## config.mk

```make
export PLATFORM = sky130hd
export DESIGN_NAME = bridge_regs
export DESIGN_NICKNAME = d
export VERILOG_FILES = /design/src/design/bridge_map_pkg.sv /design/src/design/video_pkg.sv /design/src/design/bridge_regs.sv
export SDC_FILE = /design/constraint.sdc
export NUM_CORES = 1
export LEC_CHECK = 0
export BUFFER_PORTS_ARGS = -buffer_cell sky130_fd_sc_hd__buf_2
export CORE_ASPECT_RATIO = 0.7
export CORE_UTILIZATION = 49
export DETAILED_ROUTE_END_ITERATION = 7
export PLACE_DENSITY = 0.86
export SYNTH_ARGS = -nofsm -noshare
export SYNTH_HDL_FRONTEND = slang
export SYNTH_SLANG_ARGS = --single-unit
```

## constraint.sdc

```tcl
create_clock -name clk_74a -period 2.4 [get_ports clk_74a]
set_input_delay 0.36 -clock clk_74a [delete_from_list [all_inputs] [get_ports clk_74a]]
set_output_delay 0.36 -clock clk_74a [all_outputs]
set_load 0.01 [all_outputs]
```

## src/design/bridge_map_pkg.sv

```systemverilog
// bridge map definitions
// bus word type, register addresses and register reset values
// for the host bridge of the test pattern core

package bridge_map_pkg;

	// one bridge address or data word
	typedef logic [31:0] bus_word_t;

	//////////////////////////////////////////////////
	// address map
	//////////////////////////////////////////////////

	// square position, read and write
	localparam bus_word_t ADDR_SQUARE_X    = 32'h0020_0000;
	localparam bus_word_t ADDR_SQUARE_Y    = 32'h0020_0004;
	// plain control registers
	localparam bus_word_t ADDR_ANIM_EN     = 32'h0010_0000;
	localparam bus_word_t ADDR_DEBUG       = 32'h0010_0004;
	localparam bus_word_t ADDR_SCRATCH     = 32'h0030_0000;
	localparam bus_word_t ADDR_CHAN_EN     = 32'h00F0_000C;
	// write-only strobes, data is ignored
	localparam bus_word_t ADDR_SQUARE_RST  = 32'h00F0_0010;
	localparam bus_word_t ADDR_FRAME_RST   = 32'h00F0_0014;
	localparam bus_word_t ADDR_FRAME_INCR  = 32'h00F0_0018;
	// read-only status
	localparam bus_word_t ADDR_FRAME_COUNT = 32'h2000_0000;

	// reset values
	localparam bus_word_t  DEBUG_RESET   = 32'h1200_5678;
	localparam logic [2:0] CHAN_EN_RESET = 3'b111;
	localparam logic       ANIM_EN_RESET = 1'b1;

endpackage

```

## src/design/video_pkg.sv

```systemverilog
// video definitions
// raster and pixel types, controller key bits and the colour constants

package video_pkg;

	// raster counters and square position
	typedef logic [9:0]  coord_t;
	typedef logic [15:0] frame_count_t;
	// channel enables, red in the top bit
	typedef logic [2:0]  chan_mask_t;
	// 8 bits per channel, red in the top byte
	typedef logic [23:0] rgb_t;
	// controller key bitmap
	typedef logic [15:0] cont_key_t;

	// key bit positions
	localparam int KEY_UP     = 0;
	localparam int KEY_DOWN   = 1;
	localparam int KEY_LEFT   = 2;
	localparam int KEY_RIGHT  = 3;
	localparam int KEY_FACE_A = 4;
	localparam int KEY_FACE_B = 5;

	//////////////////////////////////////////////////
	// colours
	//////////////////////////////////////////////////

	localparam rgb_t COLOR_WHITE   = 24'hFF_FF_FF;
	localparam rgb_t COLOR_GREEN   = 24'h00_FF_00;
	localparam rgb_t COLOR_RED     = 24'hFF_00_00;
	localparam rgb_t COLOR_BLUE    = 24'h00_00_FF;
	localparam rgb_t COLOR_MAGENTA = 24'hFF_00_FF;
	localparam rgb_t COLOR_BLACK   = 24'h00_00_00;

endpackage

```

## src/design/bridge_regs.sv

```systemverilog
// bridge register block
// decodes host bridge writes into control registers and one-cycle strobes,
// and muxes register and status values onto the read data

module bridge_regs (
	input  logic                      clk_74a,
	input  logic                      reset_n,
	input  bridge_map_pkg::bus_word_t bridge_addr,
	input  logic                      bridge_wr,
	input  bridge_map_pkg::bus_word_t bridge_wr_data,
	input  logic                      bridge_rd,
	output bridge_map_pkg::bus_word_t bridge_rd_data,
	input  video_pkg::coord_t         square_x,
	input  video_pkg::coord_t         square_y,
	input  video_pkg::frame_count_t   frame_count,
	output video_pkg::chan_mask_t     chan_en,
	output logic                      anim_en,
	output logic                      frame_rst,
	output logic                      frame_incr,
	output logic                      square_rst,
	output logic                      square_load_x,
	output logic                      square_load_y,
	output video_pkg::coord_t         square_new
);

	import bridge_map_pkg::*;

	// host-only registers, not used by the video path
	bus_word_t debug_value;
	bus_word_t scratch_value;

	//////////////////////////////////////////////////
	// write decode
	//////////////////////////////////////////////////

	always_ff @(posedge clk_74a or negedge reset_n) begin
		if (!reset_n) begin
			chan_en       <= CHAN_EN_RESET;
			anim_en       <= ANIM_EN_RESET;
			debug_value   <= DEBUG_RESET;
			scratch_value <= '0;
			frame_rst     <= 1'b0;
			frame_incr    <= 1'b0;
			square_rst    <= 1'b0;
			square_load_x <= 1'b0;
			square_load_y <= 1'b0;
		end else begin
			// strobes last one cycle
			frame_rst     <= 1'b0;
			frame_incr    <= 1'b0;
			square_rst    <= 1'b0;
			square_load_x <= 1'b0;
			square_load_y <= 1'b0;

			if (bridge_wr) begin
				case (bridge_addr)
					ADDR_SQUARE_X:   square_load_x <= 1'b1;
					ADDR_SQUARE_Y:   square_load_y <= 1'b1;
					ADDR_CHAN_EN:    chan_en       <= bridge_wr_data[2:0];
					ADDR_ANIM_EN:    anim_en       <= bridge_wr_data[0];
					ADDR_DEBUG:      debug_value   <= bridge_wr_data;
					ADDR_SCRATCH:    scratch_value <= bridge_wr_data;
					ADDR_SQUARE_RST: square_rst    <= 1'b1;
					ADDR_FRAME_RST:  frame_rst     <= 1'b1;
					ADDR_FRAME_INCR: frame_incr    <= 1'b1;
					default: ;
				endcase
			end
		end
	end

	// new coordinate, valid while the load strobe is high
	always_ff @(posedge clk_74a) begin
		if (bridge_wr && (bridge_addr == ADDR_SQUARE_X || bridge_addr == ADDR_SQUARE_Y)) begin
			square_new <= bridge_wr_data[9:0];
		end
	end

	//////////////////////////////////////////////////
	// read mux
	//////////////////////////////////////////////////

	// narrow values zero extended, unmapped reads 0
	always_comb begin
		bridge_rd_data = '0;
		if (bridge_rd) begin
			case (bridge_addr)
				ADDR_SQUARE_X:    bridge_rd_data = bus_word_t'(square_x);
				ADDR_SQUARE_Y:    bridge_rd_data = bus_word_t'(square_y);
				ADDR_CHAN_EN:     bridge_rd_data = bus_word_t'(chan_en);
				ADDR_ANIM_EN:     bridge_rd_data = bus_word_t'(anim_en);
				ADDR_DEBUG:       bridge_rd_data = debug_value;
				ADDR_SCRATCH:     bridge_rd_data = scratch_value;
				ADDR_FRAME_COUNT: bridge_rd_data = bus_word_t'(frame_count);
				default:          bridge_rd_data = '0;
			endcase
		end
	end

endmodule

```

[After elaboration in Yosys (flattened, before gate mapping)]
Index checks and enable logic that the tools add are counted.
Word-level totals
  bits in registers: 83
Operators by class
  eq/ne operators: 10
  mux-type cells: 12
  reductions and logical operators: 6
Operators with widths (number)
  32-bit case mux with 7 select lines: 1
  32-bit by 24-bit == test with 1-bit output (second input constant): 4
  32-bit by 22-bit == test with 1-bit output (second input constant): 3
  32-bit by 21-bit == test with 1-bit output (second input constant): 2
  32-bit by 30-bit == test with 1-bit output (second input constant): 1
  32-bit two-way mux: 1
  1-bit two-way mux: 10
  2-bit AND reduction: 4
  1-bit logical AND: 1
  1-bit logical OR: 1

[Logic depth before layout (Yosys ltp)]
Gate-level depths: netlist of run 1.
  depth after elaboration: 3
  mapped depth: 6
  mapped depth without buffers: 5

[Worst setup path after synthesis of run 1]
No wires, ideal clock.
  path type: in2out
  from: in bridge_addr[17]
  to: out bridge_rd_data[11]
  stages: 6
  required time: 2.040 ns
  arrival time: 1.912 ns
  slack: 0.128 ns
  cell sequence: nor4_4 nand4_2 nor4_4 o41ai_2 buf_2 nor2_1
Between the ends
  cells in the longest elaborated chain, start to end: 3
  elaborated cells on any way between the ends: 9
  classes of those cells: 7 x eq/ne; 2 x mux
Ends and longest elaborated chain
  start: declaration: line bridge_regs.sv:8  | input bridge_map_pkg::bus_word_t bridge_addr,
  32-bit by 30-bit == test with 1-bit output, or another cell as far along: line bridge_regs.sv:87  | case (bridge_addr)
  32-bit case mux with 7 select lines *: line bridge_regs.sv:87
  32-bit two-way mux *: line bridge_regs.sv:86  | if (bridge_rd) begin
  end: declaration: line bridge_regs.sv:12  | output bridge_map_pkg::bus_word_t bridge_rd_data,
Every way passes the cells marked *; elsewhere a longest branch is shown, timed or not.

[Worst setup path after layout of run 1]
  from: in bridge_addr[4]
  to: out bridge_rd_data[5]
Same word-level chain as after synthesis.

==> run metrics, run 1 <==
die area 0.008697 mm²; Cell Int Power 2.338 mW; Critical R2R Launch debug_value[8]$_DFFE_PN0P_; Synth top cells by count dfrtp_1 (59), mux2_2 (39), a22oi_1 (31); CTS Buffer Depth 2; most common cell in the netlist dfrtp_1; vias in the first global route 3768; final hold vios 0; Worst-path clk slew 0.07 ns; Clk network pwr share 0.461; dpl hpwl 8303 µm; GR Overflow Total 0; # rows 27; top post-synthesis cells by area dfrtp_1 (36%), mux2_4 (11%), mux2_2 (11%); Final min period 2.656 ns; FF-to-FF setup slack 1.60 ns; FILL cells 442; Num CTS Buffers 9; initial antenna violation count 0; Post-Layout Cell Count 605; slowest stage delay, CP 0.40 ns; P_sw 704.3 µW; Relative slew margins 0.3829; Yosys cell types 33; Vias 3655; CP startpoint kind input port; die height 78.33 µm; global placement routability congestion 0.8786; Reg2Reg Depth 1; Syn-to-layout area delta 51.33%; max_cap viols 0; initial drt markers 309; sequential share of power 0.468; Final Cell Area 0.006171 mm²; Final Setup Violations 32; placed inst area 0.005286 mm²; Fin Setup TNS -5.444 ns; EDFF count, synth 10; ys flop type dfrtp_1; Switching Share 0.2315; Crit path max-delay family buffers and inverters; Seq/Total Area, Yosys 0.5259; Levels on crit path 10; port bufs 154; Syn Inst Count 298; Yosys warnings 0; DRC Markers 26; hold_buf cts 0; Syn Area/Cell 13.68 µm²; CP bufs+invs 5; nets@finish 603; Yosys top cell area share 0.3621; mapped cell area 0.004078 mm²; # H-tree levels 3; VDD IR max 410.2 µV; final period utilization 1.107; Die X-Extent 111.0 µm; Yosys reg bits 83; Crit-path slowest cell nor4_4; Global Route Usage Sum 0.2923; Async S/R FF share, synth 0.8795; pre-CTS setup slack -0.1730 ns; share of cells above drive strength 1 0.7202; CP Cell Sequence buf_4 > nor4_4 > nand4_4 > buf_4 > nor4_4 > buf_4 > buf_8 > a22oi_1 > a21oi_4 > buf_2; Worst Skew 0 ns; syn_nets 402; maximum clock rate 376.6 MHz; Detailed Route WL 13400 µm; Max Slew Vio Count 0; drt via density 6.041; ANT nets after route 0; crit-path most repeated cell buf_4; CP required 2.04 ns; failing checks design-rule violations, negative setup slack; status finished, violations left; leakage 2.895 nW; Overall Power 3.043 mW; critical path endpoint category output pin; diode count 0; worst setup slack after layout -0.2556 ns; Crit Path Category input port to output pin; worst setup path start bridge_addr[4]; placed cells 581; first-pass GRT wire length 19400 µm; Pre-Repair DR Iteration Count 8; CTS Sinks 83; HP Class input port to async pin; Ports 155; clk root buf clkbuf_16; Skew-Pair Late Insertion Delay 0.33 ns; PwrDens 493.0 mW/mm²; DR WL/cell 22.14 µm; largest net degree at the start of global routing 74; cell taking the most area after synthesis dfrtp_1; CTS tree yes; CP max FO 14; combinational share of power 0.071; area of the core 0.007973 mm²; RSZ-0062 raised after global routing true; crit path DAT 2.30 ns; Initial Util 0.5115; worst-margin pin slew 0.9256 ns
==> routing by layer <==
metal | global-route usage | vias up | share of wire
li1 | - | 1570 | -
met5 | 0 | - | 0
met3 | 0.07645 | 55 | 0.081
met4 | 0.1216 | 0 | 0.041
met2 | 0.5088 | 219 | 0.51
met1 | 0.3483 | 1811 | 0.37
==> cell usage in the layout (no fill, tap or decap), drive strengths merged, types with 10 or more instances in the layout <==
cell	Yosys	final
a222oi	13	13
nor2	30	30
mux2	69	69
dfstp	14	14
edfxtp	10	10
buf	11	208
clkbuf	8	10
dfrtp	59	59
a22oi	31	31
nor4	11	11
==> area by class of cell <==
type | count | area, µm² | share of cell area
clock buffers | 9 | 225.2 | 0.03650
clock inverters | 7 | 77.57 | 0.01257
multi-input cells | 196 | 2151 | 0.3485
flip-flops and latches | 83 | 2145 | 0.3475
well taps | 101 | 126.4 | 0.02048
repair buffers | 209 | 1446 | 0.2344
==> cell families (layout without fill, tap and decap cells) <==
family,Yosys count,in the layout,synth area share
multiplexers,69,69,0.2182
AND/OR/NAND/NOR,70,70,0.1169
AO/OA/AOI/OAI,56,56,0.1098
XOR/XNOR,1,1,0.002148
buffers and inverters,19,225,0.02700
flip-flops,83,83,0.5259
==> path summary, 6_finish.rpt <==
| kind | endpoint |
|---|---|
| max | bridge_rd_data[5] |
| min | scratch_value[9]$_DFFE_PN0P_ |
| max reg2reg | debug_value[8]$_DFFE_PN0P_ |
| min reg2reg | debug_value[15]$_DFFE_PN0P_ |
| max in group asynchronous | debug_value[0]$_DFFE_PN0P_ |
| min in group clk_74a | square_new[8]$_DFFE_PP_ |
==> through the flow <==
stage                       util  hold slack [ns]
after floorplan                -          0.06441
after global placement    0.6631           0.4862
after detailed placement  0.6631           0.4921
after CTS                 0.7428           0.1906
after global routing      0.7740           0.2218
final                     0.7740           0.1581
==> state kept, by name, summed over array words and instances (netlist names) <==
name,flops
anim_en,1
chan_en,3
debug_value,32
frame_incr,1
frame_rst,1
scratch_value,32
square_load_x,1
square_load_y,1
square_new,10
square_rst,1
==> what timing repair did <==
action | 4_1_cts | 5_1_grt
buffers inserted | 3 | 2
gates cloned | 1 | 2
pin swaps | 7 | 11
endpoints found under the hold margin | 0 | 0
endpoints found under the setup margin | 32 | 32
gates resized for setup | 60 | 39
==> power groups by stage <==
| stage | logic [mW] | registers (mW) | clock network (mW) |
|---|---|---|---|
| finish | 0.216 | 1.42 | 1.40 |
| CTS | 0.208 | 1.42 | 1.42 |
| global placement | 0.174 | 1.45 | 0 |
| floorplan | 0.0195 | 1.45 | 0 |
| global route | 0.231 | 1.42 | 1.50 |
| detailed placement | 0.184 | 1.45 | 0 |
No activity file was read; power rests on OpenSTA's default activity.
==> run 2: changes to the inputs <==
==> constraint.sdc (replaced) <==
create_clock -name clk_74a -period 2.4 [get_ports clk_74a]
set_input_delay 0.48 -clock clk_74a [delete_from_list [all_inputs] [get_ports clk_74a]]
set_output_delay 0.48 -clock clk_74a [all_outputs]
set_load 0.01 [all_outputs]
==> run metrics, run 2 (same netlist as run 1, synthesis figures left out) <==
most frequent cells in the layout buf_2 (142), dfrtp_1 (59), mux2_2 (39), buf_4 (32), mux2_4 (30); Syn-to-layout area delta 46.12%; leakage 2.851 nW; initial antenna violation count 1; port bufs 154; CTS tree yes; Ports 155; critical path endpoint category output pin; die area 0.008697 mm²; # H-tree levels 3; Relative slew margins 0.3889; Pre-Repair DR Iteration Count 7; Max Slew Vio Count 0; share of cells above drive strength 1 0.6949; global placement routability congestion 0.8551; PwrDens 519.6 mW/mm²; Final min period 2.799 ns; dpl hpwl 8235 µm; CTS Buffer Depth 2; reg-to-reg endpoint scratch_value[4]$_DFFE_PN0P_; Final Setup Violations 32; hold_buf cts 0; # rows 27; GR Overflow Total 0; first-pass GRT wire length 19560 µm; largest net degree at the start of global routing 74; Skew-Pair Late Insertion Delay 0.33 ns; status finished, violations left; Final Cell Area 0.005958 mm²; diode count 0; biggest regs debug_value x32, scratch_value x32, square_new x10; Num CTS Buffers 9; Detailed Route WL 12970 µm; maximum clock rate 357.3 MHz; post-layout util 0.7473; RSZ-0062 raised after global routing true; Overall Power 3.096 mW; most common cell after layout, fill and taps aside buf_2; HP Class input port to async pin; final hold vios 0; Fin Setup TNS -10.01 ns; Worst Skew 0 ns; Reg2Reg Depth 1; CP startpoint kind input port; Global Route Usage Sum 0.2961; CP required 1.92 ns; Die X-Extent 111.0 µm; placed inst area 0.005308 mm²; die height 78.33 µm; DR WL/cell 21.77 µm; nets@finish 594; final period utilization 1.166; CTS Sinks 83; initial drt markers 289; Crit Path Category input port to output pin; Critical R2R Launch scratch_value[4]$_DFFE_PN0P_; pre-CTS setup slack -0.3486 ns; clk root buf clkbuf_16; area of the core 0.007973 mm²; vias in the first global route 3651; Worst-path clk slew 0.06 ns; ANT nets after route 0; Vias 3630; CP max FO 25; Initial Util 0.5115; worst-margin pin slew 0.9167 ns; DRC Markers 26; FF-to-FF setup slack 1.60 ns; VDD IR max 611.4 µV; crit path DAT 2.32 ns; failing checks design-rule violations, negative setup slack; max_cap viols 0; worst setup slack after layout -0.3991 ns; drt via density 6.091
run 2: power breakdown:
part | internal, mW | switching (mW) | total, mW
sequential | 1.42 | 0.00000000707 | 1.42
combinational | 0.0981 | 0.111 | 0.209
clock | 0.911 | 0.552 | 1.46
total | 2.43 | 0.663 | 3.10
run 2: metrics by stage:
step / hold WS, ns / instances
final: 0.2657 / 596
after global routing: 0.3494 / 596
after detailed placement: 0.4916 / 572
after global placement: 0.4853 / 572
after floorplan: 0.1844 / 298
after CTS: 0.3081 / 595
run 2: worst max-delay path, stage by stage:
cell,delay [ns]
buf_2,0.13
nor4b_1,0.43
nand4_1,0.28
nor4_4,0.30
o41ai_4,0.16
buf_12,0.20
a31oi_2,0.18
buf_2,0.16
run 2: worst max-delay path by stage:
stage                         start                 end  slack (ns)  cells after the start
floorplan            bridge_addr[1]  bridge_rd_data[11]       0.002                      6
detailed placement  bridge_addr[17]   bridge_rd_data[3]       -0.35                      8
global route         bridge_addr[5]   bridge_rd_data[1]       -0.51                      8
global placement    bridge_addr[17]   bridge_rd_data[3]       -0.31                      8
CTS                 bridge_addr[14]  bridge_rd_data[27]       -0.34                     11
finish               bridge_addr[5]   bridge_rd_data[1]       -0.40                      8
run 2: layer usage:
layer | global-route usage | vias to the layer above | routed length, µm
met5 | 0 | - | 0
met4 | 0.08784 | 0 | 385
met3 | 0.06409 | 37 | 1038
met2 | 0.5176 | 213 | 6363
met1 | 0.3730 | 1827 | 5185
li1 | - | 1553 | -
run 2: area by class of cell:
cell class              count  area, µm²
flip-flops and latches     83       2145
fillers                   490       2014
multi-input cells         196       2034
clock inverters             6      90.09
repair buffers            200       1334
well taps                 101      126.4
clock buffers              10      229.0
run 2: repair_timing:
action / CTS / global route
setup buffers: 5 / 3
hold endpoints to repair: 0 / 0
resized for setup: 25 / 22
endpoints found under the setup margin: 32 / 32
gates cloned: 2 / 0
pin swaps: 18 / 10
